==> src/verilog/ctrlsoc_pkg.sv <==
// Address map, bus widths, UART timing and shared enums of the control SoC
// Addresses are byte addresses; RAM banks are word addressed internally
// RAM banks sit back to back from address zero, one bank per BANK_BYTES
// CLKS_PER_BIT must match the baud rate of the attached serial device
package ctrlsoc_pkg;

	// Native memory bus
	localparam int ADDR_W = 32;
	localparam int DATA_W = 32;
	localparam int STRB_W = DATA_W / 8;

	// On-chip RAM
	localparam int NUM_BANKS = 2;
	localparam int BANK_WORDS = 16384;
	localparam int BANK_AW = $clog2(BANK_WORDS);
	localparam int BANK_BYTES = BANK_WORDS * STRB_W;

	// Register map
	localparam logic [ADDR_W-1:0] LED_ADDR = 32'h0200_0000;
	localparam logic [ADDR_W-1:0] UART_ADDR = 32'h0200_0004;
	localparam int NUM_LEDS = 5;

	// UART, 8N1
	localparam int CLKS_PER_BIT = 104;
	// Holds one and a half bit periods
	localparam int UART_CNT_W = $clog2(3 * CLKS_PER_BIT / 2 + 1);

	typedef enum logic [1:0] {
		RX_IDLE,
		RX_DATA,
		RX_STOP
	} uart_rx_state_t;

	typedef enum logic [1:0] {
		REGION_RAM,
		REGION_LED,
		REGION_UART,
		REGION_NONE
	} bus_region_t;

endpackage

==> src/verilog/ctrlsoc_bus_decode.sv <==
// Bus request decoder with the LED register and the sticky bus error
// RAM and LED requests complete one cycle after acceptance
// UART requests are only forwarded; the UART generates its own ready
// An unmapped access is never answered and blocks the bus until reset
`timescale 1ns/1ps

module ctrlsoc_bus_decode
	import ctrlsoc_pkg::*;
(
	input  logic                 clk,
	input  logic                 resetn,
	input  logic                 mem_valid,
	input  logic [ADDR_W-1:0]    mem_addr,
	input  logic [DATA_W-1:0]    mem_wdata,
	input  logic [STRB_W-1:0]    mem_wstrb,
	input  logic                 mem_ready,
	output logic [NUM_BANKS-1:0] bank_en,
	output logic                 reg_ready,
	output logic [DATA_W-1:0]    reg_rdata,
	output logic                 uart_wvalid,
	output logic                 uart_rvalid,
	output logic [NUM_LEDS-1:0]  leds,
	output logic                 ledr_n
);
	bus_region_t region;
	logic        accept;
	logic        bus_err;

	always_comb begin
		if (mem_addr < ADDR_W'(NUM_BANKS * BANK_BYTES))
			region = REGION_RAM;
		else if (mem_addr == LED_ADDR)
			region = REGION_LED;
		else if (mem_addr == UART_ADDR)
			region = REGION_UART;
		else
			region = REGION_NONE;
	end

	// No new request while a ready pulse is on the bus
	assign accept = mem_valid && !mem_ready && !bus_err;

	always_comb begin
		for (int i = 0; i < NUM_BANKS; i++)
			bank_en[i] = accept && (region == REGION_RAM) &&
				((mem_addr / ADDR_W'(BANK_BYTES)) == ADDR_W'(i));
	end

	assign uart_wvalid = mem_valid && !bus_err && (region == REGION_UART) && (|mem_wstrb);
	assign uart_rvalid = mem_valid && !bus_err && (region == REGION_UART) && !(|mem_wstrb);

	always_ff @(posedge clk) begin
		if (!resetn) begin
			reg_ready <= 1'b0;
			leds <= '0;
			bus_err <= 1'b0;
		end else begin
			reg_ready <= 1'b0;
			if (accept) begin
				case (region)
					REGION_RAM: reg_ready <= 1'b1;
					REGION_LED: begin
						reg_ready <= 1'b1;
						if (mem_wstrb[0])
							leds <= mem_wdata[NUM_LEDS-1:0];
					end
					REGION_NONE: bus_err <= 1'b1;
					default: ;
				endcase
			end
		end
	end

	// Read data returns the value before a write
	always_ff @(posedge clk) begin
		if (accept && region == REGION_LED)
			reg_rdata <= DATA_W'(leds);
	end

	assign ledr_n = !bus_err;

endmodule

==> config.mk <==
export PLATFORM = sky130hd
export DESIGN_NAME = ctrlsoc_bus_decode
export DESIGN_NICKNAME = d
export VERILOG_FILES = /design/src/verilog/ctrlsoc_pkg.sv /design/src/verilog/ctrlsoc_bus_decode.sv
export SDC_FILE = /design/constraint.sdc
export NUM_CORES = 1
export LEC_CHECK = 0
export ABC_AREA = 1
export BUFFER_PORTS_ARGS = -buffer_cell sky130_fd_sc_hd__buf_2
export CAP_MARGIN = 0
export CORE_MARGIN = 3
export CORE_UTILIZATION = 25
export CTS_CLUSTER_DIAMETER = 120
export CTS_CLUSTER_SIZE = 24
export DETAILED_ROUTE_END_ITERATION = 10
export PLACE_DENSITY_LB_ADDON = 0.1
export SYNTH_ARGS = -nofsm -noshare
export SYNTH_HDL_FRONTEND = slang
export SYNTH_SLANG_ARGS = --single-unit
==> constraint.sdc <==
create_clock -name clk -period 1.4 [get_ports clk]
set_input_delay 0.07 -clock clk [delete_from_list [all_inputs] [get_ports clk]]
set_output_delay 0.07 -clock clk [all_outputs]
set_load 0.01 [all_outputs]
==> impl_summary.txt <==
----------------------------------------------------
[Run status]
  Status ... finished, final reports clean

[Global route]
  Overflow after GRT ... 0
  Maximum number of pins on one net before global-route repair ... 8
  Global-route wire length before repair ... 3394 um
  Vias in the first global route ... 822
  Antenna violations before repair ... 0
  Global-route usage over all layers ... 9.638%

[Timing]
  Setup repair after global routing missed its margin ... false
  Setup violation total in the final timing report ... 0
  Final clock period utilization by the worst path ... 88.58%
  Minimum clock period ... 1.240 ns
  Final hold violation count ... 0
  Fmax ... 806.4 MHz
  Final number of max-transition violations ... 0
  Clk_skew ... 0.002234 ns
  Worst Hold Margin ... 0.08638 ns

[Route]
  Detailed router's first-iteration violation count ... 28
  Routed WL ... 2302 um
  Antenna-violating nets left ... 0
  Routed length per instance ... 8.687 um
  Number of vias per cell after detailed routing ... 3.713
  Remaining routing DRC violations ... 0
  Number of optimization iterations in the first detailed-route pass ... 3
  Via count ... 984

[Synthesis]
  Cell taking the most area after synthesis ... sky130_fd_sc_hd__buf_4
  Commonest cells in the netlist ... sky130_fd_sc_hd__buf_4, sky130_fd_sc_hd__nand2_1, sky130_fd_sc_hd__nor2_1, sky130_fd_sc_hd__inv_1, sky130_fd_sc_hd__nand3_1
  Post-synth EDFFs ... 5
  Sequential fraction of the synthesis area ... 29.55%
  Fraction of registers with async set or reset after synthesis ... 0%
  Syn. warnings ... 0
  Area share of the largest cell type after synthesis ... 20.64%
  Post-synthesis cell area ... 982.2 um2
  Yosys cell types ... 18
  Ranking of synthesized cells by area ... sky130_fd_sc_hd__buf_4, sky130_fd_sc_hd__edfxtp_1, sky130_fd_sc_hd__dfxtp_1, sky130_fd_sc_hd__nand2_1, sky130_fd_sc_hd__nor2_1
  Gate count of the mapped netlist ... 148
  Post-synth top flop ... sky130_fd_sc_hd__dfxtp_1
  Mean instance size in the synthesized netlist ... 6.636 um2
  Flip-flop and latch count after synthesis ... 12

[Floorplanning]
  Chip Width ... 68.68 um
  Starting Density ... 26.43%
  Die area ... 4717 um2
  Die Y-Extent ... 68.68 um
  Site Rows ... 22
  CORE AREA ... 3716 um2
  IO Pins ... 115

[Worst setup path]
  Critical path, cell by cell ... nor2_2 -> nand2_1 -> a21oi_1 -> and3_2
  Reg2Reg Launch Point ... bus_err
  Total number of cells along the worst setup path ... 4
  Category of the critical setup timing path ... flop to flop
  Max incr delay on CP ... 0.31 ns
  Crit path buf inv count ... 0
  Crit path launch ... bus_err
  CP endpoint kind ... flop
  Startpoint types ... flop
  Reg2Reg Capture Point ... reg_rdata[3]
  Critical path data required time ... 1.34 ns
  Max stage delay cell, worst path ... sky130_fd_sc_hd__dfxtp_1
  Depth of the worst register-to-register path ... 4
  Arrival time of the worst setup path ... 1.18 ns
  Maximum fanout along the worst path ... 5
  Termination of the worst setup path ... reg_rdata[3]
  Setup slack on the worst flop-to-flop path ... 0.16 ns
  Kind of cell adding the most delay to the critical path ... simple AND/OR/NAND/NOR gates

[Power]
  Static power due to leakage ... 0.7421 nW
  Maximum resistive drop on vdd ... 0.0003258 V
  Combinational group share of total power ... 20.0%
  Cell-internal power ... 0.6298 mW
  Clock Power Share ... 37.3%
  Share of total power in sequential cells ... 42.7%
  Switch Pwr ... 0.2256 mW
  Share of total power consumed by net switching ... 26.38%
  Total power per unit cell area ... 642.5 nW/um2

[Cells and area]
  Count of inserted antenna diode cells ... 0
  Number of fill cells ... 447
  Area Growth Syn to Fin ... 35.54%
  Post-layout net count ... 290
  Share of post-route cells with drive strength above 1 ... 38.71%
  Count of non-filler cells in the finished layout ... 265

[Clock network]
  Cell at the root of the clock tree ... sky130_fd_sc_hd__clkbuf_8
  CTS H-tree depth ... 1
  Post-CTS Setup Inserts ... 0
  CTS Hold Bufs ... 0
  Number of clock sinks seen by CTS ... 12
  TritonCTS clock tree ... built
  Clock Pin Slew Worst Setup and Hold Paths ... 0.05 ns
  Source-to-sink clock delay at the later pin of the worst-skew pair ... 0.24 ns
  Worst-case clock buffer depth ... 2
  Inserted Clock Buffers ... 3

[Place]
  Weighted congestion at the end of routability-driven global placement ... 0.6773
  Instance count after placement with tap cells included ... 261
  Total of buffers placed on input and output ports ... 60
  Detailed placement HPWL ... 2079 um

[Flow run]
  Count of max-cap constraint violations ... 0

[Worst hold path]
  Hold Path Class ... input port to flop

----------------------------------------------------
cells in the final DEF (no fill, tap or decap):
cell | netlist | routed
sky130_fd_sc_hd__buf_2 | 0 | 60
sky130_fd_sc_hd__nand2_1 | 27 | 27
sky130_fd_sc_hd__conb_1 | 1 | 27
sky130_fd_sc_hd__nor2_1 | 27 | 26
sky130_fd_sc_hd__inv_1 | 20 | 20
sky130_fd_sc_hd__nand3_1 | 9 | 9
sky130_fd_sc_hd__nor2_2 | 6 | 7
sky130_fd_sc_hd__a21oi_1 | 7 | 7
sky130_fd_sc_hd__dfxtp_1 | 7 | 7
sky130_fd_sc_hd__buf_4 | 27 | 6
sky130_fd_sc_hd__edfxtp_1 | 5 | 5
sky130_fd_sc_hd__nor2_4 | 4 | 4
sky130_fd_sc_hd__clkbuf_8 | 0 | 3
sky130_fd_sc_hd__nand2_2 | 2 | 2
sky130_fd_sc_hd__inv_2 | 1 | 1
sky130_fd_sc_hd__nor4_1 | 1 | 1
sky130_fd_sc_hd__nor3_1 | 1 | 1
sky130_fd_sc_hd__nand4_1 | 1 | 1
sky130_fd_sc_hd__and3_2 | 0 | 1
sky130_fd_sc_hd__o21ai_0 | 1 | 1
sky130_fd_sc_hd__clkinv_1 | 0 | 1
per-layer routing:
layer,up-vias,share of wire [%],GRT usage [%]
li1,537,-,-
met1,388,43,12.48
met2,55,42,14.54
met3,4,14,2.917
met4,0,1.6,4.467
met5,-,0,0
how the worst min path moves through the flow:
stage                      start        end  depth (start not counted)
global placement          resetn  reg_ready                          3
finish                    resetn  reg_ready                          3
detailed placement        resetn  reg_ready                          3
floorplan                 resetn  reg_ready                          2
global route        mem_wdata[2]    leds[2]                          3
CTS                       resetn  reg_ready                          3
layout make-up:
class	count	area, um2	area share [%]
Timing Repair Buffer	66	345.3	25.94
Sequential cell	12	290.3	21.80
Clock inverter	1	3.754	0.2820
Inverter	21	78.83	5.921
Clock buffer	3	41.29	3.101
Multi-Input combinational cell	114	511.7	38.44
Tap cell	48	60.06	4.511
power by group through the flow:
| stage | Clock (mW) | Combinational [mW] | Sequential [mW] |
|---|---|---|---|
| after floorplan | 0 | 0.138 | 0.372 |
| after detailed placement | 0 | 0.171 | 0.372 |
| after CTS | 0.327 | 0.171 | 0.365 |
| after global routing | 0.345 | 0.196 | 0.365 |
| after global placement | 0 | 0.171 | 0.372 |
| final | 0.319 | 0.171 | 0.365 |
stage by stage:
stage	cell area, um2	util, %	setup TNS [ns]	power, mW	worst slack, ns
final	1331	35.82	0	0.8554	0.1599
after global routing	1331	35.82	0	0.9062	0.01940
after CTS	1328	35.72	0	0.8637	0.08133
after detailed placement	1282	34.51	-0.008723	0.5431	-0.001883
after global placement	1282	34.51	-0.2032	0.5429	-0.04072
after floorplan	1080	-	0	0.5102	0.1475
registers in the layout, summed over array words and instances (netlist names):
name / count
bus_err: 1
leds: 5
reg_rdata: 5
reg_ready: 1
cells by family (layout without fill, tap and decap cells):
| family | Yosys count | in the layout | synth area share [%] |
|---|---|---|---|
| other | 1 | 27 | 0.3818 |
| AND/OR/NAND/NOR | 79 | 79 | 37.33 |
| flip-flops | 12 | 12 | 29.55 |
| AO/OA/AOI/OAI | 8 | 8 | 4.076 |
| buffers and inverters | 48 | 91 | 28.66 |
repair_timing:
action                                 CTS  global route
setup endpoints to repair                0             7
endpoints found under the hold margin    0             0
resized for setup                        0             2
worst reg2reg max path: cells and delay by family, from the launching register on:
| family | cells | cell delay (ns) |
|---|---|---|
| simple gates | 3 | 0.47 |
| flops | 1 | 0.31 |
| compound gates | 1 | 0.15 |
Power figures use the tool's default switching activity.
