[src/verilog/ctrlsoc_pkg.sv]
// Address map, bus widths, UART timing and shared enums of the control SoC
// Addresses are byte addresses; RAM banks are word addressed internally
// RAM banks sit back to back from address zero, one bank per BANK_BYTES
// CLKS_PER_BIT must match the baud rate of the attached serial device
package ctrlsoc_pkg;

	// Native memory bus
	localparam int ADDR_W = 32;
	localparam int DATA_W = 32;
	localparam int STRB_W = DATA_W / 8;

	// On-chip RAM
	localparam int NUM_BANKS = 2;
	localparam int BANK_WORDS = 16384;
	localparam int BANK_AW = $clog2(BANK_WORDS);
	localparam int BANK_BYTES = BANK_WORDS * STRB_W;

	// Register map
	localparam logic [ADDR_W-1:0] LED_ADDR = 32'h0200_0000;
	localparam logic [ADDR_W-1:0] UART_ADDR = 32'h0200_0004;
	localparam int NUM_LEDS = 5;

	// UART, 8N1
	localparam int CLKS_PER_BIT = 104;
	// Holds one and a half bit periods
	localparam int UART_CNT_W = $clog2(3 * CLKS_PER_BIT / 2 + 1);

	typedef enum logic [1:0] {
		RX_IDLE,
		RX_DATA,
		RX_STOP
	} uart_rx_state_t;

	typedef enum logic [1:0] {
		REGION_RAM,
		REGION_LED,
		REGION_UART,
		REGION_NONE
	} bus_region_t;

endpackage

[src/verilog/ctrlsoc_read_return.sv]
// Read data return path for the bus
// Bank data is taken in the cycle after that bank was enabled
// Only one source may signal ready in a given cycle
`timescale 1ns/1ps

module ctrlsoc_read_return
	import ctrlsoc_pkg::*;
(
	input  logic                 clk,
	input  logic                 resetn,
	input  logic [NUM_BANKS-1:0] bank_en,
	input  logic [DATA_W-1:0]    bank_rdata [NUM_BANKS],
	input  logic                 reg_ready,
	input  logic [DATA_W-1:0]    reg_rdata,
	input  logic                 uart_ready,
	input  logic [DATA_W-1:0]    uart_rdata,
	output logic                 mem_ready,
	output logic [DATA_W-1:0]    mem_rdata
);
	logic [NUM_BANKS-1:0] bank_sel;

	always_ff @(posedge clk) begin
		if (!resetn)
			bank_sel <= '0;
		else
			bank_sel <= bank_en;
	end

	assign mem_ready = reg_ready | uart_ready;

	always_comb begin
		mem_rdata = uart_ready ? uart_rdata : reg_rdata;
		for (int i = 0; i < NUM_BANKS; i++) begin
			if (bank_sel[i])
				mem_rdata = bank_rdata[i];
		end
	end

endmodule

[config.mk]
export PLATFORM = sky130hd
export DESIGN_NAME = ctrlsoc_read_return
export DESIGN_NICKNAME = d
export VERILOG_FILES = /design/src/verilog/ctrlsoc_pkg.sv /design/src/verilog/ctrlsoc_read_return.sv
export SDC_FILE = /design/constraint.sdc
export NUM_CORES = 1
export LEC_CHECK = 0
export BUFFER_PORTS_ARGS = -buffer_cell sky130_fd_sc_hd__buf_2
export CAP_MARGIN = 20
export CORE_MARGIN = 10
export CORE_UTILIZATION = 33
export DETAILED_ROUTE_END_ITERATION = 8
export PLACE_DENSITY = 0.79
export SLEW_MARGIN = 0
export SYNTH_ARGS = -nofsm -noshare
export SYNTH_HDL_FRONTEND = slang
export SYNTH_SLANG_ARGS = --single-unit
[constraint.sdc]
create_clock -name clk -period 2.1 [get_ports clk]
set_clock_uncertainty 0.2 [all_clocks]
set_input_delay 0.63 -clock clk [delete_from_list [all_inputs] [get_ports clk]]
set_output_delay 0.63 -clock clk [all_outputs]
set_load 0.005 [all_outputs]
==> results of run 1 <==
[cells in the final DEF (no fill, tap or decap)]
master and n:
a211oi_1 3, a211oi_2 28, a221oi_1 1, and2_1 2, buf_12 4, buf_16 3
buf_2 165, buf_4 3, buf_6 2, clkbuf_8 3, dfxtp_1 1, dfxtp_4 1
inv_1 1, mux2i_1 30, mux2i_2 1, mux2i_4 1, nor2_4 1, nor2b_1 31
nor3b_1 32, or2_1 1
[area by class of cell]
cell class,instances,share of cell area
Clock buffer,3,0.0174
Inverter,1,0.00159
Multi-Input combinational cell,131,0.499
Sequential cell,2,0.0185
Tap cell,50,0.0264
Timing Repair Buffer,177,0.437
[layer usage]
metal	vias up	track usage	routed length, um	share of wire
met2	93	0.305	3240	0.53
met5	-	0	0	0
li1	894	-	-	-
met3	6	0.0430	430	0.070
met1	817	0.175	2450	0.40
met4	0	0.0289	34	0.0055
[worst max-delay path: cells and delay by family]
family,cells,cell delay [ns]
compound gates,1,0.24
buf+inv,3,0.43
mux,1,0.11
[how the worst min path moves through the flow]
stage                from     endpoint  slack [ns]  depth (start not counted)
2_1_floorplan  bank_en[0]  bank_sel[0]        0.55                          1
6_report       bank_en[0]  bank_sel[0]        0.42                          2
3_3_place_gp   bank_en[0]  bank_sel[0]        0.64                          2
3_5_place_dp   bank_en[0]  bank_sel[0]        0.64                          2
4_1_cts        bank_en[0]  bank_sel[0]        0.42                          2
5_1_grt        bank_en[0]  bank_sel[0]        0.43                          2
[stage by stage]
step	TNS [ns]	total power, uW	worst slack (ns)
detailed placement	-4.98	499	-0.239
finish	-2.92	676	-0.146
CTS	-3.20	688	-0.147
global placement	-4.47	491	-0.175
floorplan	0	285	0.0267
global route	-4.41	732	-0.189
[power by group through the flow]
stage	clock [uW]	sequential (uW)	combinational, uW
2_1_floorplan	0	42.5	242
3_5_place_dp	0	45.2	454
4_1_cts	156	44.2	488
5_1_grt	159	44.8	528
3_3_place_gp	0	45.1	446
6_report	150	44.2	481
[timing repair]
item | CTS | global route
setup endpoints to repair | 32 | 32
pin swaps | 21 | 7
cloned | 3 | 0
resized for setup | 13 | 0
[cells by family after synthesis]
logic type / count (synthesis) / share of synthesized area
buf+inv: 18 / 0.111
compound gates: 32 / 0.282
mux: 32 / 0.237
flops: 2 / 0.0296
simple gates: 67 / 0.340
==> flow_summary_export.csv, run 1 <==
group,metric,value,unit
run_status,outcome,"complete, but fails checks",
run_status,violations,"setup timing",
finish,layout.nets,450,
worst_setup_path,critPathArrivalTime,1.42,ns
floorplanning,core,3970,um^2
placement,placed_area,2200,um^2
placement,port_buffers,166,
clock_network,cts_root_buf,"clkbuf_8",
sta,drv_slew,0,
floorplanning,pin_count,167,
power_and_ir_drop,p_leak,0.00117,uW
finish,syn_to_final_growth,75.2,%
synthesis,syn_area_per_cell,8.95,um^2
global_routing,grt-ovfl-total,0,
worst_setup_path,cp_slowest_cell,"a221oi_1",
clock_network,cts_num_sinks,2,
floorplanning,fp.dieH,84.0,um
sta,finalSetupViolations,32,
placement,place.detailed.hpwl,5.06,mm
sta,worst_pin_slew,0.285,ns
finish,post-route-cell-area,2370,um^2
worst_setup_path,crit_fanout,7,
clock_network,holdBufCountCts,0,
sta,finalCritPeriodShare,1.07,
finish,diodes,0,
power_and_ir_drop,vdd_drop_max,384,uV
global_routing,grt_max_degree,33,
worst_setup_path,path_cells,"buf_12, buf_12, mux2i_1, a221oi_1, buf_2",
power_and_ir_drop,p_seq_frac,0.065,
synthesis,syn_nets,285,
power_and_ir_drop,p_sw,232,uW
power_and_ir_drop,p_int,444,uW
worst_setup_path,endpoint_kind,"output pin",
worst_setup_path,crit_path_max_incr_delay,0.24,ns
placement,routabilityCongestion,0.826,
sta,post-route-min-period,2.25,ns
clock_network,cts_tree,"yes",
sta,relSlewSlack,0.810,
synthesis,synth.area.top_cells,"a211oi_2 26%, mux2i_1 24%, nor3b_1 18%, nor2b_1 14%, buf_12 4.4%",
sta,worst_slack,-0.146,ns
floorplanning,num_rows,23,
synthesis,yosys_most_used_dff,"dfxtp_1",
detailed_routing,wl_per_cell,16.9,um
worst_setup_path,critPathKind,"in2out",
worst_setup_path,worstPathRequired,1.27,ns
hold_path,hold_class,"in2reg",
detailed_routing,vias,1810,
global_routing,antenna_found_initial,0,
global_routing,grt_pass1_vias,2026,
synthesis,synth_top_cell_by_area,"a211oi_2",
synthesis,netlist_top_cells_count,"32 x mux2i_1, 32 x nor3b_1, 31 x nor2b_1, 28 x a211oi_2, 6 x clkbuf_1",
clock_network,htree_levels,1,
finish,drive_gt1_frac,0.675,
power_and_ir_drop,p_per_area,286,nW/um^2
sta,fmax,445,MHz
synthesis,netlist_area,1350,um^2
finish,reg_top3,"bank_sel: 2 flops",
floorplanning,dieArea,7050,um^2
floorplanning,start_util,0.340,
finish,max_flop_register,"bank_sel",
worst_setup_path,cp-endpoint,"mem_rdata[29]",
power_and_ir_drop,clockPowerShare,0.222,
finish,largest_register_ffs,2,
sta,hold_viol_final,0,
worst_setup_path,crit_top_cell,"buf_12",
clock_network,cts_setup_buffers,0,
worst_setup_path,crit_path_start,"uart_ready",
detailed_routing,drt_first_pass_iters,4,
synthesis,async_reset_ff_frac,0,
worst_setup_path,worstSetupStartpointType,"input pin",
synthesis,ys_seq_elements,2,
detailed_routing,wl,6.15,mm
detailed_routing,post-route-drc-count,0,
synthesis,ys_types,16,
sta,hold_ws,0.423,ns
global_routing,grt.total_usage,0.161,
clock_network,cts_buffers,3,
clock_network,clk_pin_slew,0.03,ns
clock_network,clock_path_buffers,2,
run,maxCapViolations,0,
synthesis,synth-edff-count,0,
finish,multi_input_area,1180,um^2
power_and_ir_drop,swShare,0.343,
floorplanning,die_w,84.0,um
detailed_routing,via_per_inst,4.97,
finish,seqCellArea,43.8,um^2
synthesis,ys_seq_area_frac,0.0296,
finish,n_fill_cell,371,
synthesis,yosys_warnings,0,
detailed_routing,postRouteAntennaNets,0,
finish,final_core_util,0.596,
synthesis,synthCells,151,
power_and_ir_drop,combPwrFrac,0.712,
sta,rsz0062_at_grt,"yes",
synthesis,netlist.area_leader.share,0.259,
finish,fin_cells,364,
detailed_routing,drt_iter0_drc,35,
placement,placed_cells,358,
global_routing,grt_first_pass_wirelength,9.77,mm
Power figures use the tool's default switching activity.
==> run 2, diff against run 1 <==
CORE_UTILIZATION = 30   (was 33)
PLACE_DENSITY = 0.75   (was 0.79)
SKIP_LAST_GASP = 1   (was unset)
clock period = 1.83 ns   (was 2.1 ns; I/O delays follow)
==> run 2 against run 1 <==
  * Non-clock buffer count rose by 4
  * Highest routed layer unchanged
  * Global-route usage is 0.78 points lower
  * Clock power grew 16%
  * The run still ends with setup timing left
  * Flip-flop and latch count unchanged
  * Utilization fell by 1.0 points
  * Largest cell class unchanged
  * First-iteration DRC count shrank 11%
  * Sequential power rose by 18%
  * Clock-buffer cell count stayed put
  * Cell count increased by 1.6%
  * Wire length rose by 8.0%
  * Hold slack got worse by 0.072 ns
==> flow_summary_export.csv, run 2 (same netlist as run 1, synthesis figures left out) <==
group,metric,value,unit
detailed_routing,post-route-drc-count,0,
power_and_ir_drop,p_per_area,322,nW/um^2
finish,post-route-cell-area,2550,um^2
hold_path,min_to,"bank_sel[1]",
global_routing,grt-ovfl-total,0,
floorplanning,core,4350,um^2
finish,syn_to_final_growth,88.7,%
finish,reg_top3,"bank_sel: 2 flops",
global_routing,busiest_layer,"met2",
floorplanning,fp.dieH,87.1,um
worst_setup_path,crit_fanout,5,
hold_path,hp-start,"bank_en[1]",
sta,hold_viol_final,0,
worst_setup_path,worstPathRequired,1.08,ns
placement,place.detailed.hpwl,5.11,mm
global_routing,antenna_found_initial,0,
worst_setup_path,crit_family,"buffers and inverters",
worst_setup_path,path_buf_inv,3,
worst_setup_path,crit_top_cell,"buf_12",
placement,port_buffers,166,
detailed_routing,drt_first_pass_iters,4,
detailed_routing,via_per_inst,4.90,
sta,relSlewSlack,0.812,
clock_network,clock_path_buffers,2,
finish,fin_cells,370,
clock_network,htree_levels,1,
sta,fmax,487,MHz
floorplanning,dieArea,7590,um^2
clock_network,cts_num_sinks,2,
sta,finalSetupViolations,33,
sta,rsz0062_at_grt,"yes",
sta,finalCritPeriodShare,1.12,
clock_network,cts_buffers,3,
finish,layout.cells.most_common,"buf_2",
worst_setup_path,critPathKind,"in2out",
run_status,outcome,"complete, but fails checks",
clock_network,cts_root_buf,"clkbuf_8",
finish,diodes,0,
power_and_ir_drop,p_leak,0.00123,uW
floorplanning,num_rows,24,
clock_network,cts_setup_buffers,0,
worst_setup_path,crit_path_max_incr_delay,0.20,ns
global_routing,met2_usage,0.286,
global_routing,grt_pass1_vias,1985,
detailed_routing,wl,6.65,mm
worst_setup_path,endpoint_kind,"output pin",
detailed_routing,wl_per_cell,18.0,um
run_status,violations,"setup timing",
worst_setup_path,cp_slowest_cell,"a211oi_2",
placement,routabilityCongestion,0.700,
hold_path,hold_path_depth,2,
detailed_routing,postRouteAntennaNets,0,
global_routing,grt_first_pass_wirelength,9.52,mm
detailed_routing,drt_iter0_drc,31,
global_routing,grtUsageMet3,0.0693,
finish,largest_register_ffs,2,
global_routing,grt.total_usage,0.154,
placement,placed_area,2250,um^2
power_and_ir_drop,vdd_drop_max,297,uV
finish,drive_gt1_frac,0.761,
floorplanning,pin_count,167,
worst_setup_path,worstSetupStartpointType,"input pin",
sta,post-route-min-period,2.05,ns
placement,placed_cells,362,
hold_path,hold_class,"in2reg",
global_routing,use_met1,0.151,
detailed_routing,vias,1813,
placement,post-place-ws,-0.300,ns
sta,worst_pin_slew,0.281,ns
worst_setup_path,path_cells,"buf_12, buf_12, mux2i_2, a211oi_2, buf_2",
global_routing,grt_max_degree,43,
finish,layout_common_cells,"165 x buf_2, 30 x nor2b_1, 30 x a211oi_2",
worst_setup_path,critPathArrivalTime,1.30,ns
floorplanning,die_w,87.1,um
run,maxCapViolations,0,
floorplanning,start_util,0.310,
clock_network,clk_pin_slew,0.03,ns
sta,hold_ws,0.351,ns
sta,drv_slew,0,
sta,worst_slack,-0.224,ns
clock_network,cts_tree,"yes",
finish,layout.nets,454,
finish,max_flop_register,"bank_sel",
run 2: changes by cell type in the layout (fill, tap and decap cells not counted), moves of 2 or more:
cell,delta
nor3b_1,-16
nor3b_2,+16
mux2i_2,+7
mux2i_1,-6
a211oi_1,-2
a211oi_2,+2
buf_12,+2
run 2: layout make-up:
cell class	count	area, um^2
Sequential cell	2	45.0
Clock buffer	3	41.3
Tap cell	52	65.1
Fill cell	381	1800
Multi-Input combinational cell	131	1290
Inverter	1	3.75
Timing Repair Buffer	181	1110
run 2: power by group:
group	switching [uW]	internal [uW]	total [uW]
registers	6.09	46.1	52.2
logic	243	352	595
clock network	34.5	139	174
run 2: routing by layer:
layer  wire (um)  part of all wire  up-vias
li1            -                 -      904
met1        2320              0.35      824
met2        3640              0.55       81
met3         655             0.099        4
met4          28            0.0042        0
met5           0                 0        -
run 2: worst max path at each step:
stage / from / end / slack, ns / cells past startpoint
floorplan: uart_ready / mem_rdata[10] / -0.04 / 4
global placement: uart_ready / mem_rdata[29] / -0.31 / 5
detailed placement: uart_ready / mem_rdata[29] / -0.30 / 5
CTS: uart_ready / mem_rdata[16] / -0.24 / 5
global route: bank_sel[0] / mem_rdata[31] / -0.28 / 4
finish: uart_ready / mem_rdata[31] / -0.22 / 5
run 2: metrics by stage:
step	util	setup TNS [ns]	power [uW]
after floorplan	-	-1.05	330
after global placement	0.517	-7.60	577
after detailed placement	0.517	-8.05	586
after CTS	0.556	-6.36	805
after global routing	0.586	-7.49	899
final	0.586	-6.14	821
run 2: timing repair:
item / 4_1_cts / 5_1_grt
setup endpoints to repair: 33 / 33
hold buffers: 0 / 0
resized for setup: 15 / 21
cloned: 3 / 2
pin swaps: 6 / 3
