File: src/verilog/ctrlsoc_pkg.sv
// Address map, bus widths, UART timing and shared enums of the control SoC
// Addresses are byte addresses; RAM banks are word addressed internally
// RAM banks sit back to back from address zero, one bank per BANK_BYTES
// CLKS_PER_BIT must match the baud rate of the attached serial device
package ctrlsoc_pkg;

	// Native memory bus
	localparam int ADDR_W = 32;
	localparam int DATA_W = 32;
	localparam int STRB_W = DATA_W / 8;

	// On-chip RAM
	localparam int NUM_BANKS = 2;
	localparam int BANK_WORDS = 16384;
	localparam int BANK_AW = $clog2(BANK_WORDS);
	localparam int BANK_BYTES = BANK_WORDS * STRB_W;

	// Register map
	localparam logic [ADDR_W-1:0] LED_ADDR = 32'h0200_0000;
	localparam logic [ADDR_W-1:0] UART_ADDR = 32'h0200_0004;
	localparam int NUM_LEDS = 5;

	// UART, 8N1
	localparam int CLKS_PER_BIT = 104;
	// Holds one and a half bit periods
	localparam int UART_CNT_W = $clog2(3 * CLKS_PER_BIT / 2 + 1);

	typedef enum logic [1:0] {
		RX_IDLE,
		RX_DATA,
		RX_STOP
	} uart_rx_state_t;

	typedef enum logic [1:0] {
		REGION_RAM,
		REGION_LED,
		REGION_UART,
		REGION_NONE
	} bus_region_t;

endpackage

File: src/verilog/ctrlsoc_uart.sv
// 8N1 UART data register, CLKS_PER_BIT clocks per bit
// Read pops the oldest of up to four received bytes, all ones when empty
// A byte arriving while the buffer is full is lost, and so is a bad stop bit
// Write blocks until the stop bit starts; tx bit timing comes from a
// free-running divider, so the start bit begins up to one bit period late
`timescale 1ns/1ps

module ctrlsoc_uart
	import ctrlsoc_pkg::*;
(
	input  logic              clk,
	input  logic              resetn,
	input  logic              rx,
	input  logic              wvalid,
	input  logic [DATA_W-1:0] wdata,
	input  logic              rvalid,
	input  logic              ready_in,
	output logic              tx,
	output logic [DATA_W-1:0] rdata,
	output logic              ready
);
	logic [UART_CNT_W-1:0] div_cnt;
	logic                  div_pulse;
	logic                  rx_q1;
	logic                  rx_q2;
	logic                  rx_last;
	uart_rx_state_t        rx_state;
	logic [UART_CNT_W-1:0] rx_cnt;
	logic [2:0]            rx_bit;
	logic [7:0]            rx_byte;
	logic                  rx_done;
	logic [31:0]           rbuf;
	logic [3:0]            rbuf_valid;
	logic [8:0]            tx_shift;
	logic [3:0]            tx_cnt;

	assign div_pulse = (div_cnt == UART_CNT_W'(CLKS_PER_BIT - 1));

	always_ff @(posedge clk) begin
		if (!resetn || div_pulse)
			div_cnt <= '0;
		else
			div_cnt <= div_cnt + 1'b1;
	end

	// Receiver
	always_ff @(posedge clk) begin
		if (!resetn) begin
			rx_q1 <= 1'b1;
			rx_q2 <= 1'b1;
			rx_last <= 1'b1;
			rx_state <= RX_IDLE;
			rx_cnt <= '0;
			rx_done <= 1'b0;
		end else begin
			rx_q1 <= rx;
			rx_q2 <= rx_q1;
			rx_last <= rx_q2;
			rx_done <= 1'b0;
			if (rx_cnt != '0)
				rx_cnt <= rx_cnt - 1'b1;
			case (rx_state)
				RX_IDLE: begin
					if (rx_last && !rx_q2) begin
						// Skip start bit, sample mid bit 0
						rx_cnt <= UART_CNT_W'(3 * CLKS_PER_BIT / 2 - 1);
						rx_bit <= '0;
						rx_state <= RX_DATA;
					end
				end
				RX_DATA: begin
					if (rx_cnt == '0) begin
						rx_byte <= {rx_q2, rx_byte[7:1]};
						rx_cnt <= UART_CNT_W'(CLKS_PER_BIT - 1);
						rx_bit <= rx_bit + 1'b1;
						if (rx_bit == 3'd7)
							rx_state <= RX_STOP;
					end
				end
				RX_STOP: begin
					if (rx_cnt == '0) begin
						rx_done <= rx_q2;
						rx_state <= RX_IDLE;
					end
				end
				default: rx_state <= RX_IDLE;
			endcase
		end
	end

	// Receive buffer, transmitter and bus response
	always_ff @(posedge clk) begin
		if (!resetn) begin
			rbuf_valid <= '0;
			tx_shift <= '1;
			tx_cnt <= '0;
			ready <= 1'b0;
		end else begin
			ready <= 1'b0;
			// Storing a byte takes priority, a pending read waits a cycle
			if (rx_done) begin
				case (rbuf_valid)
					4'b0000: rbuf[7:0] <= rx_byte;
					4'b0001: rbuf[15:8] <= rx_byte;
					4'b0011: rbuf[23:16] <= rx_byte;
					4'b0111: rbuf[31:24] <= rx_byte;
					default: ;
				endcase
				rbuf_valid <= {rbuf_valid[2:0], 1'b1};
			end else if (rvalid && !ready_in) begin
				rbuf <= rbuf >> 8;
				rbuf_valid <= rbuf_valid >> 1;
				rdata <= rbuf_valid[0] ? DATA_W'(rbuf[7:0]) : '1;
				ready <= 1'b1;
			end
			if (wvalid && !ready_in && div_pulse) begin
				if (tx_cnt == '0) begin
					tx_shift <= {wdata[7:0], 1'b0};
					tx_cnt <= 4'd9;
				end else begin
					tx_shift <= {1'b1, tx_shift[8:1]};
					tx_cnt <= tx_cnt - 1'b1;
					// Last shift puts the stop bit on the line
					ready <= (tx_cnt == 4'd1);
				end
			end
		end
	end

	assign tx = tx_shift[0];

endmodule

File: config.mk
export PLATFORM = sky130hd
export DESIGN_NAME = ctrlsoc_uart
export DESIGN_NICKNAME = d
export VERILOG_FILES = /design/src/verilog/ctrlsoc_pkg.sv /design/src/verilog/ctrlsoc_uart.sv
export SDC_FILE = /design/constraint.sdc
export NUM_CORES = 1
export LEC_CHECK = 0
export BUFFER_PORTS_ARGS = -buffer_cell sky130_fd_sc_hd__clkbuf_2
export CAP_MARGIN = 20
export CORE_MARGIN = 2
export CORE_UTILIZATION = 50
export DETAILED_ROUTE_END_ITERATION = 10
export PLACE_DENSITY = 0.85
export SYNTH_ARGS = -nofsm -noshare
export SYNTH_HDL_FRONTEND = slang
export SYNTH_SLANG_ARGS = --single-unit
File: constraint.sdc
create_clock -name clk -period 2.15 [get_ports clk]
set_input_delay 0.3225 -clock clk [delete_from_list [all_inputs] [get_ports clk]]
set_output_delay 0.3225 -clock clk [all_outputs]
set_load 0.02 [all_outputs]
==> results of run 1 <==
==> through the flow <==
step	worst slack (ns)	hold WS, ns	util
after global routing	0.0282	0.144	0.559
after floorplan	0.0846	0.386	-
after detailed placement	0.125	0.395	0.536
after CTS	0.115	0.126	0.559
after global placement	0.200	0.390	0.536
final	0.116	0.138	0.559
==> report_power, final <==
part           internal [uW]  switching [uW]  total, uW  leakage (uW)
logic                    247             302        549       0.00100
clock network            438             626       1060     0.0000921
registers               1940            84.9       2020      0.000778
total                   2620            1010       3630       0.00187
==> per-layer routing <==
| metal | up-vias | wire (um) |
|---|---|---|
| li1 | 1356 | - |
| met1 | 1361 | 3150 |
| met2 | 67 | 3520 |
| met3 | 6 | 296 |
| met4 | 0 | 85 |
| met5 | - | 0 |
==> cell usage after synthesis, drive strengths merged (8+ instances only) <==
library cell	instances	area (um^2)
nand2b	14	87.6
edfxtp	52	1560
inv	19	71.3
buf	30	213
nor3	9	45.0
o21ai	8	40.0
nand2	20	75.1
clkbuf	10	37.5
a21oi	12	60.1
nor2	20	82.6
dfxtp	40	801
mux2i	13	130
a21o	25	188
and2	9	56.3
==> registers in the layout, indices dropped and copies added (netlist names) <==
| name | flops |
|---|---|
| ready | 1 |
| rx_bit | 3 |
| rx_last | 1 |
| rbuf | 32 |
| rbuf_valid | 4 |
| rdata | 9 |
| rx_state | 2 |
| div_cnt | 8 |
| rx_q2 | 1 |
| tx_shift | 9 |
| tx_cnt | 4 |
| rx_done | 1 |
| rx_cnt | 8 |
| rx_byte | 8 |
| rx_q1 | 1 |
==> cells in the final DEF, fill, tap and decap left out, types with 2 or more instances in the layout <==
cell type,Yosys,layout
nand3b_1,5,5
nand2_1,20,20
a21o_1,25,25
dfxtp_1,40,40
o31ai_1,4,4
nor3_1,9,8
nand2b_1,14,14
ha_1,7,7
clkbuf_2,0,47
clkinv_4,0,2
buf_4,25,15
or3_1,5,5
a31oi_1,2,2
mux2i_1,13,13
clkbuf_8,0,9
nor2_1,19,19
inv_1,18,18
xor2_1,2,2
o211ai_1,2,2
nor2b_1,4,4
a211oi_1,2,2
a21oi_1,12,12
or4b_1,2,2
or4_1,2,2
nand4_1,5,5
a311oi_1,3,3
edfxtp_1,52,52
o21ai_0,8,8
xnor2_1,3,3
nor4b_1,3,3
and3_1,3,3
inv_6,0,2
a221oi_1,7,7
nand3_1,5,5
and2_1,9,9
==> logic make-up (layout without fill, tap and decap cells) <==
kind of cell             after synthesis  in the layout  synth area share
buffers and inverters                 59             97            0.0783
AND/OR/NAND/NOR                      112            112             0.154
adder cells (fa/ha/maj)                7              7            0.0213
XOR/XNOR                               5              5            0.0107
flip-flops                            92             92             0.575
multiplexers                          14             14            0.0344
AO/OA/AOI/OAI                         72             72             0.126
==> how the worst max path moves through the flow <==
stage,startpoint,depth (start not counted),end,slack (ns)
final,rx_cnt[0]$_SDFF_PN0_,7,rx_byte[2]$_DFFE_PP_,0.12
after floorplan,rx_cnt[0]$_SDFF_PN0_,7,rx_byte[0]$_DFFE_PP_,0.08
after global placement,rx_cnt[0]$_SDFF_PN0_,7,rx_byte[0]$_DFFE_PP_,0.20
after CTS,rx_cnt[0]$_SDFF_PN0_,8,rx_cnt[0]$_SDFF_PN0_,0.12
after global routing,rx_cnt[0]$_SDFF_PN0_,8,rx_cnt[0]$_SDFF_PN0_,0.03
after detailed placement,rx_cnt[0]$_SDFF_PN0_,8,rx_cnt[0]$_SDFF_PN0_,0.12
==> layout make-up <==
class | count | area [um^2]
Sequential cell | 92 | 2360
Inverter | 19 | 71.3
Clock buffer | 9 | 124
Multi-Input combinational cell | 210 | 1430
Timing Repair Buffer | 62 | 348
Tap cell | 105 | 131
Fill cell | 693 | 3570
Clock inverter | 7 | 58.8
==> results by group, run 1 <==
Outcome
  – Status: finished clean

Worst setup path
  – Worst EP required: 2.21 ns
  – CP max stage cell: or4b_1
  – CP Class: flip-flop to flip-flop
  – WP buf/inv: 3
  – Worst Reg2Reg Path Length in Cells: 7
  – Arrival time at the worst endpoint: about 2.1 ns
  – Start of the worst register-to-register path: rx_cnt[0]$_SDFF_PN0_
  – CP startpoint kind: flip-flop
  – CP max stage delay: 0.54 ns
  – Critical path's top delay family: simple AND/OR/NAND/NOR gates
  – CP cell instances: inv_1 -> ha_1 -> or4b_1 -> nor2_4 -> inv_2 -> nor3_2 -> buf_4
  – Worst-path fanout max: 8
  – FF-to-FF setup slack: 0.12 ns
  – Reg-to-Reg End: rx_byte[2]$_DFFE_PP_
  – CP endpoint kind: flip-flop

Routing
  – Vias: 2790
  – DRC Markers: 0
  – Vias/cell: about 5.5
  – Antenna-violating nets left: 0
  – Router iterations before antenna repair: 5
  – Final WL: 7050 um
  – Post-detailed-route wirelength per cell: 14.0 um
  – DRT iter0 DRCs: between 150 and 200

Yosys
  – #FFs+latches synth: 92
  – Post-synthesis sequential area ratio: 0.575
  – Post-Syn Instances: 361
  – YS warnings: 0
  – Synth Net Count: about 400
  – Netlist cell types: roughly 50
  – Number of flops mapped to enable cells by yosys: 52
  – Syn Area/Cell: 11.4 um^2
  – Async SR Flop Fraction: 0
  – Synth Flop Type: edfxtp_1
  – Netlist Area Pre-Place: 4110 um^2

Placed design
  – Gpl congestion: just under 0.9
  – Placed inst area: 4340 um^2
  – DP Wirelength: 4850 um
  – Input/output buffers: 47
  – Inst Count DP: a little under 500

STA
  – F_max: 0.492 GHz
  – Final min period: 2.03 ns
  – Setup tns final: 0 ns
  – Slew headroom: 0.577
  – Measured slew at the worst slew-check pin: 0.625 ns
  – Final Setup Violations: 0
  – RSZ-0062 raised after global routing: false
  – Final Hold Fails: 0
  – Final period utilization: 0.946
  – Pins Over Slew Limit: 0
  – Clock skew: 0.0112 ns

Clock network
  – Clock-pin slew on the worst setup and hold paths: 0.09 ns
  – Post-CTS Hold Buffers: 0
  – H-tree levels: 3
  – Setup Buffers After CTS: 0
  – Root Buffer: clkbuf_8
  – Clock buffer depth: 2
  – CTS resizes: 0
  – CTS Sinks: 92
  – Clock tree from TritonCTS: yes
  – Num CTS Buffers: 9
  – Clk_lat worst skew: ~0.36 ns

Global routing
  – First-pass GRT wire length: around 12000 um
  – Vias in the first global route: 2730
  – Met3 Usage GRT: 0.0335
  – GRT Util Overall: 0.171
  – Largest net degree at the start of global routing: 31
  – M1 GR Usage: 0.202
  – GRT overflow: 0
  – Antenna violations before repair: 0
  – Most used routing layer: met2
  – Met2 GRT Util: 0.303

Cells and area
  – Final Instance Count excl. Fillers: 504
  – Antenna cells: 0
  – Layout net count: 439
  – Layout cells sized above 1: 0.213
  – Syn-to-layout area delta: 10.1%
  – Final Cell Area: about 4500 um^2

Die
  – Cell Rows: 33
  – Die Footprint: between 8000 and 9000 um^2
  – I/O pins: 72
  – Die Y: 94.6 um
  – Starting density of the core: 0.507
  – Die X: 94.6 um
  – Core footprint: 8090 um^2

Min path
  – Hold path endpoint: rx_q1$_SDFF_PN1_
  – HP Start: rx
  – Worst min path class: primary input to flip-flop
  – Hold-critical path depth: 2

Pwr
  – Worst IR Drop VDD: 0.000354 V
  – Static Leak: 0.00187 uW
  – Total Power: 3630 uW
  – Cell area power density: 804 nW/um^2

Job
  – Max-Cap Viols: 0
No activity file was read; power rests on OpenSTA's default activity.
==> run 2, diff against run 1 <==
Settings changed: CORE_ASPECT_RATIO from default to 0.6.
==> run 2 against run 1 <==
  * Combinational power hardly changed
  * Sequential share of layout area shrank 1.2 points
  * Worst hold slack gained 0.029 ns
  * Core utilization grew 2.6 points
  * Setup slack better by 0.029 ns
  * Non-clock buffer count is 1 lower
  * Global-route usage is 0.64 points higher
  * Via count decreased by 2.0%
  * Clock power rose by 47%
  * Sequential power hardly changed
  * Wire length up 7.7%
  * Register-to-register slack improved by 0.03 ns
  * Critical endpoint is now rx_cnt[0]$_SDFF_PN0_
  * Highest routed layer unchanged
==> results by group, run 2 (synthesis results as in run 1) <==
Die
  – Core footprint: 7910 um^2 (was 8090 um^2)
  – I/O pins: 72 (unchanged)
  – Cell Rows: 25 (was 33)
  – Die Y: 74.2 um (was 94.6 um)
  – Die Footprint: 8980 um^2 (was 8950 um^2)
  – Starting density of the core: 0.519 (was 0.507)
  – Die X: 121 um (was 94.6 um)

Clock network
  – Clk_lat worst skew: 0.34 ns (was 0.36 ns)
  – H-tree levels: 3 (unchanged)
  – Clock-pin slew on the worst setup and hold paths: 0.06 ns (was 0.09 ns)
  – Clock buffer depth: 2 (unchanged)
  – CTS resizes: 0 (unchanged)
  – Root Buffer: clkbuf_16 (was clkbuf_8)
  – Clock tree from TritonCTS: yes (unchanged)
  – Setup Buffers After CTS: 0 (unchanged)
  – CTS Sinks: 92 (unchanged)
  – Post-CTS Hold Buffers: 0 (unchanged)
  – Num CTS Buffers: 9 (unchanged)

STA
  – Final period utilization: 0.932 (was 0.946)
  – Setup tns final: 0 ns (unchanged)
  – Worst setup margin: 0.145 ns (was 0.116 ns)
  – Measured slew at the worst slew-check pin: 0.672 ns (was 0.625 ns)
  – RSZ-0062 raised after global routing: false (unchanged)
  – F_max: 0.499 GHz (was 0.492 GHz)
  – Slew headroom: 0.546 (was 0.577)
  – Final min period: 2.00 ns (was 2.03 ns)
  – Clock skew: 0.00574 ns (was 0.0112 ns)
  – Pins Over Slew Limit: 0 (unchanged)
  – Final Hold Fails: 0 (unchanged)
  – Final Setup Violations: 0 (unchanged)

Cells and area
  – Syn-to-layout area delta: 12.7% (was 10.1%)
  – Max reg flops: 32 (unchanged)
  – Largest regs: rbuf: 32 flops, rdata: 9 flops, tx_shift: 9 flops (unchanged)
  – Layout net count: 438 (was 439)
  – Most flop-heavy register: rbuf (unchanged)
  – Final Instance Count excl. Fillers: 506 (was 504)
  – Layout cells sized above 1: 0.206 (was 0.213)
  – Most frequent cells in the layout: edfxtp_1, clkbuf_2, dfxtp_1 (unchanged)
  – Final Cell Area: 4630 um^2 (was 4520 um^2)
  – Antenna cells: 0 (unchanged)
  – Fin util: 0.585 (was 0.559)
  – Most common cell after layout, fill and taps aside: edfxtp_1 (unchanged)

Global routing
  – First-pass GRT wire length: 12100 um (was 12000 um)
  – GRT Util Overall: 0.177 (was 0.171)
  – Antenna violations before repair: 0 (unchanged)
  – Largest net degree at the start of global routing: 31 (unchanged)
  – GRT overflow: 0 (unchanged)
  – Vias in the first global route: 2523 (was 2730)

Worst setup path
  – CP endpoint kind: flip-flop (unchanged)
  – CP max stage delay: 0.53 ns (was 0.54 ns)
  – Worst-path fanout max: 5 (was 8)
  – Cell mode on critical path: ha_1
  – CP max stage cell: or4b_1 (unchanged)
  – Worst EP required: 2.37 ns (was 2.21 ns)
  – CP startpoint kind: flip-flop (unchanged)
  – CP cell instances: inv_1 -> ha_1 -> or4b_1 -> nor2_4 -> inv_2 -> ha_1 -> o21ai_0 -> a21oi_1 (was inv_1 -> ha_1 -> or4b_1 -> nor2_4 -> inv_2 -> nor3_2 -> buf_4)
  – Arrival time at the worst endpoint: 2.22 ns (was 2.10 ns)
  – CP Class: flip-flop to flip-flop (unchanged)

Pwr
  – Cell area power density: 892 nW/um^2 (was 804 nW/um^2)
  – Worst IR Drop VDD: 0.000482 V (was 0.000354 V)
  – Static Leak: 0.00191 uW (was 0.00187 uW)

Placed design
  – Placed inst area: 4340 um^2 (about the same)
  – DP Wirelength: 5040 um (was 4850 um)
  – Gpl congestion: 0.941 (was 0.879)
  – Dpl ws: 0.155 ns (was 0.125 ns)
  – Input/output buffers: 47 (unchanged)
  – Inst Count DP: 490 (was 488)

Routing
  – Vias/cell: 5.40 (was 5.54)
  – Router iterations before antenna repair: 4 (was 5)
  – Vias: 2733 (was 2790)
  – Post-detailed-route wirelength per cell: 15.0 um (was 14.0 um)
  – Antenna-violating nets left: 0 (unchanged)
  – Final WL: 7590 um (was 7050 um)
  – DRT iter0 DRCs: 238 (was 152)
  – DRC Markers: 0 (unchanged)

Outcome
  – Status: finished clean (unchanged)

Job
  – Max-Cap Viols: 0 (unchanged)

Min path
  – Worst min path class: primary input to flip-flop (unchanged)
==> run 2: final cells by class <==
type                       count  area (um^2)
multi-input combinational    210         1430
clock buffer                  10          229
sequential                    92         2360
tap                          108          135
inverter                      19         71.3
timing repair buffer          61          340
clock inverter                 6         63.8
fill                         635         3280
==> run 2: stage by stage <==
step,total power (uW),hold slack [ns]
final,4130,0.167
after global routing,4290,0.169
after CTS,4140,0.165
after detailed placement,2590,0.410
after global placement,2560,0.398
after floorplan,2450,0.386
==> run 2: power breakdown <==
part | total (uW) | internal [uW] | switching [uW] | leakage (uW)
clock | 1560 | 900 | 660 | 0.000137
sequential | 2020 | 1940 | 83.7 | 0.000778
combinational | 547 | 236 | 311 | 0.000998
total | 4130 | 3080 | 1050 | 0.00191
==> run 2: path summary, 6_finish.rpt <==
check                                            end  depth (start not counted)  slack, ns                  from
worst max-delay path            rx_cnt[0]$_SDFF_PN0_                          8       0.15  rx_cnt[1]$_SDFF_PN0_
worst min-delay path                rx_q1$_SDFF_PN1_                          2       0.17                    rx
worst max register to register  rx_cnt[0]$_SDFF_PN0_                          8       0.15  rx_cnt[1]$_SDFF_PN0_
worst min register to register      rx_q2$_SDFF_PN1_                          1       0.44      rx_q1$_SDFF_PN1_
==> run 2: critical path, delay by kind of cell (launching register included) <==
family | cells | cell delay, ns
simple gates | 2 | 0.67
compound gates | 2 | 0.25
fa+ha+maj | 2 | 0.48
buf+inv | 2 | 0.17
flops | 1 | 0.32
==> run 2: metal layers <==
layer  part of all wire  track usage
met1               0.47        0.225
met5                  0            0
met3              0.062       0.0683
met4             0.0095       0.0504
met2               0.46        0.288
==> run 3, diff against run 2 <==
Settings changed: SETUP_SLACK_MARGIN from default to 0.5.
==> run 3 against run 2 <==
  * Global-route usage increased by 0.79 points
  * Largest power group unchanged
  * Core utilization up 2.5 points
  * Die area unchanged
  * Sequential power hardly changed
  * Clock-buffer cell count up 1
  * Flip-flop and latch count is the same
==> results by group, run 3 (synthesis results as in run 1) <==
STA
  – Clock skew: 0.00674 ns (was 0.00574 ns)
  – Final min period: 1.84 ns (was 2.00 ns)
  – Measured slew at the worst slew-check pin: 0.788 ns (was 0.672 ns)
  – Final Hold Fails: 0 (unchanged)
  – F_max: 0.544 GHz (was 0.499 GHz)
  – Final Setup Violations: 0 (unchanged)
  – Pins Over Slew Limit: 0 (unchanged)
  – Final period utilization: 0.854 (was 0.932)
  – Worst setup margin: 0.313 ns (was 0.145 ns)
  – RSZ-0062 raised after global routing: true (was false)
  – Hold WS: 0.159 ns (was 0.167 ns)
  – Setup tns final: 0 ns (unchanged)
  – Slew headroom: 0.469 (was 0.546)

Min path
  – Hold-critical path depth: 2 (unchanged)
  – Hold path endpoint: rx_q1$_SDFF_PN1_ (unchanged)
  – Worst min path class: primary input to flip-flop (unchanged)
  – HP Start: rx (unchanged)

Pwr
  – Int Power: 3130 uW (was 3080 uW)
  – Cell area power density: 881 nW/um^2 (was 892 nW/um^2)
  – Worst IR Drop VDD: 0.000539 V (was 0.000482 V)
  – Switch Pwr: 1130 uW (was 1050 uW)
  – Static Leak: 0.00197 uW (was 0.00191 uW)
  – Comb power frac: 0.184 (was 0.132)
  – Sw frac: 0.265 (was 0.255)
  – Sequential share of power: 0.479 (was 0.490)
  – Total Power: 4250 uW (was 4130 uW)
  – Clock share of power: 0.337 (was 0.378)

Global routing
  – First-pass GRT wire length: 12600 um (was 12100 um)
  – M1 GR Usage: 0.237 (was 0.225)
  – Most used routing layer: met2 (unchanged)
  – Vias in the first global route: 2660 (was 2523)
  – Met3 Usage GRT: 0.0583 (was 0.0683)
  – GRT overflow: 0 (unchanged)
  – Antenna violations before repair: 0 (unchanged)
  – GRT Util Overall: 0.185 (was 0.177)
  – Met2 GRT Util: 0.301 (was 0.288)
  – Largest net degree at the start of global routing: 31 (unchanged)

Cells and area
  – Layout net count: 449 (was 438)
  – Syn-to-layout area delta: 17.6% (was 12.7%)
  – Fin util: 0.610 (was 0.585)
  – Most frequent cells in the layout: edfxtp_1, clkbuf_2, dfxtp_1 (unchanged)
  – Antenna cells: 0 (unchanged)
  – Layout cells sized above 1: 0.284 (was 0.206)
  – Most common cell after layout, fill and taps aside: edfxtp_1 (unchanged)
  – Largest regs: rbuf: 32 flops, rdata: 9 flops, tx_shift: 9 flops (unchanged)
  – Most flop-heavy register: rbuf (unchanged)
  – Max reg flops: 32 (unchanged)

Worst setup path
  – Worst EP required: 2.21 ns (was 2.37 ns)
  – Worst-path fanout max: 8 (was 5)
  – Start of the worst register-to-register path: rx_cnt[1]$_SDFF_PN0_ (unchanged)
  – Worst Reg2Reg Path Length in Cells: 7 (was 8)
  – FF-to-FF setup slack: 0.31 ns (was 0.15 ns)
  – Reg-to-Reg End: rx_byte[4]$_DFFE_PP_ (was rx_cnt[0]$_SDFF_PN0_)
  – Arrival time at the worst endpoint: 1.90 ns (was 2.22 ns)
  – CP startpoint kind: flip-flop (unchanged)
  – CP endpoint kind: flip-flop (unchanged)
  – CP Class: flip-flop to flip-flop (unchanged)

Die
  – Die Y: 74.2 um (unchanged)
  – Cell Rows: 25 (unchanged)
  – I/O pins: 72 (unchanged)
  – Die Footprint: 8980 um^2 (unchanged)
  – Starting density of the core: 0.519 (unchanged)
  – Die X: 121 um (unchanged)
  – Core footprint: 7910 um^2 (unchanged)

Placed design
  – Dpl ws: 0.146 ns (was 0.155 ns)
  – Gpl congestion: 0.836 (was 0.941)
  – DP Wirelength: 5070 um (was 5040 um)
  – Input/output buffers: 47 (unchanged)

Routing
  – Router iterations before antenna repair: 5 (was 4)
  – DRC Markers: 0 (unchanged)
  – Post-detailed-route wirelength per cell: 15.3 um (was 15.0 um)
  – Final WL: 7910 um (was 7590 um)
  – Vias/cell: 5.61 (was 5.40)
  – DRT iter0 DRCs: 292 (was 238)
  – Vias: 2898 (was 2733)
  – Antenna-violating nets left: 0 (unchanged)

Clock network
  – Clock tree from TritonCTS: yes (unchanged)
  – Root Buffer: clkbuf_16 (unchanged)
  – H-tree levels: 3 (unchanged)
  – Clock buffer depth: 2 (unchanged)
  – Clock-pin slew on the worst setup and hold paths: 0.06 ns (about the same)
  – Clk_lat worst skew: 0.34 ns (about the same)
  – Num CTS Buffers: 9 (unchanged)
  – Post-CTS Hold Buffers: 0 (unchanged)
  – CTS Sinks: 92 (unchanged)

Job
  – Max-Cap Viols: 0 (unchanged)

Outcome
  – Status: finished clean (unchanged)
run 3: cell types whose count changed in the layout (fill, tap and decap cells not counted), sizes merged:
cell / previous run / this run
buf: 14 / 24
or3b: 1 / 2
clkbuf: 57 / 58
bufinv: 1 / 0
run 3: worst max-delay path by stage:
stage                               from                   end  slack, ns  depth (start not counted)
floorplan           rx_cnt[1]$_SDFF_PN0_  rx_byte[0]$_DFFE_PP_       0.27                          7
global placement    rx_cnt[1]$_SDFF_PN0_  rx_byte[6]$_DFFE_PP_       0.20                          6
detailed placement  rx_cnt[1]$_SDFF_PN0_  rx_byte[4]$_DFFE_PP_       0.15                          6
CTS                 rx_cnt[1]$_SDFF_PN0_  rx_byte[4]$_DFFE_PP_       0.30                          7
global route        rx_cnt[1]$_SDFF_PN0_  rx_byte[0]$_DFFE_PP_       0.26                          7
finish              rx_cnt[1]$_SDFF_PN0_  rx_byte[4]$_DFFE_PP_       0.31                          7
run 3: power groups by stage:
| stage | combinational (uW) | clock (uW) | sequential [uW] |
|---|---|---|---|
| after floorplan | 472 | 0 | 2040 |
| after global placement | 527 | 0 | 2060 |
| after detailed placement | 559 | 0 | 2060 |
| after CTS | 667 | 1470 | 2020 |
| after global routing | 854 | 1540 | 2050 |
| final | 783 | 1430 | 2040 |
run 3: stage by stage:
| stage | std cells | area, um^2 |
|---|---|---|
| 4_1_cts | 512 | 4730 |
| 5_1_grt | 517 | 4830 |
| 3_5_place_dp | 483 | 4340 |
| 6_report | 517 | 4830 |
| 2_1_floorplan | 361 | 4180 |
| 3_3_place_gp | 483 | 4340 |
run 3: final cells by class:
cell class	count	area, um^2
clock buffer	11	233
multi-input combinational	211	1560
timing repair buffer	71	425
fill	621	3080
sequential	92	2370
tap	108	135
inverter	19	73.8
clock inverter	5	37.5
run 3: critical path: stages, from the launching register on:
cell and delay, ns:
dfxtp_2 0.33, inv_2 0.07, ha_4 0.14, or4b_4 0.49
nor2_4 0.16, inv_4 0.07, nor3_4 0.14, buf_12 0.15
run 3: what timing repair did:
item / in CTS / in global routing
pin swaps: 4 / 7
endpoints found under the hold margin: 0 / 0
gates resized for setup: 6 / 11
setup endpoints to repair: 60 / 34
cloned: 1 / 0
setup buffers: 12 / 5
run 3: routing by layer:
layer / share of wire / up-vias
li1: - / 1378
met1: 0.45 / 1391
met2: 0.46 / 111
met3: 0.072 / 18
met4: 0.016 / 0
met5: 0 / -
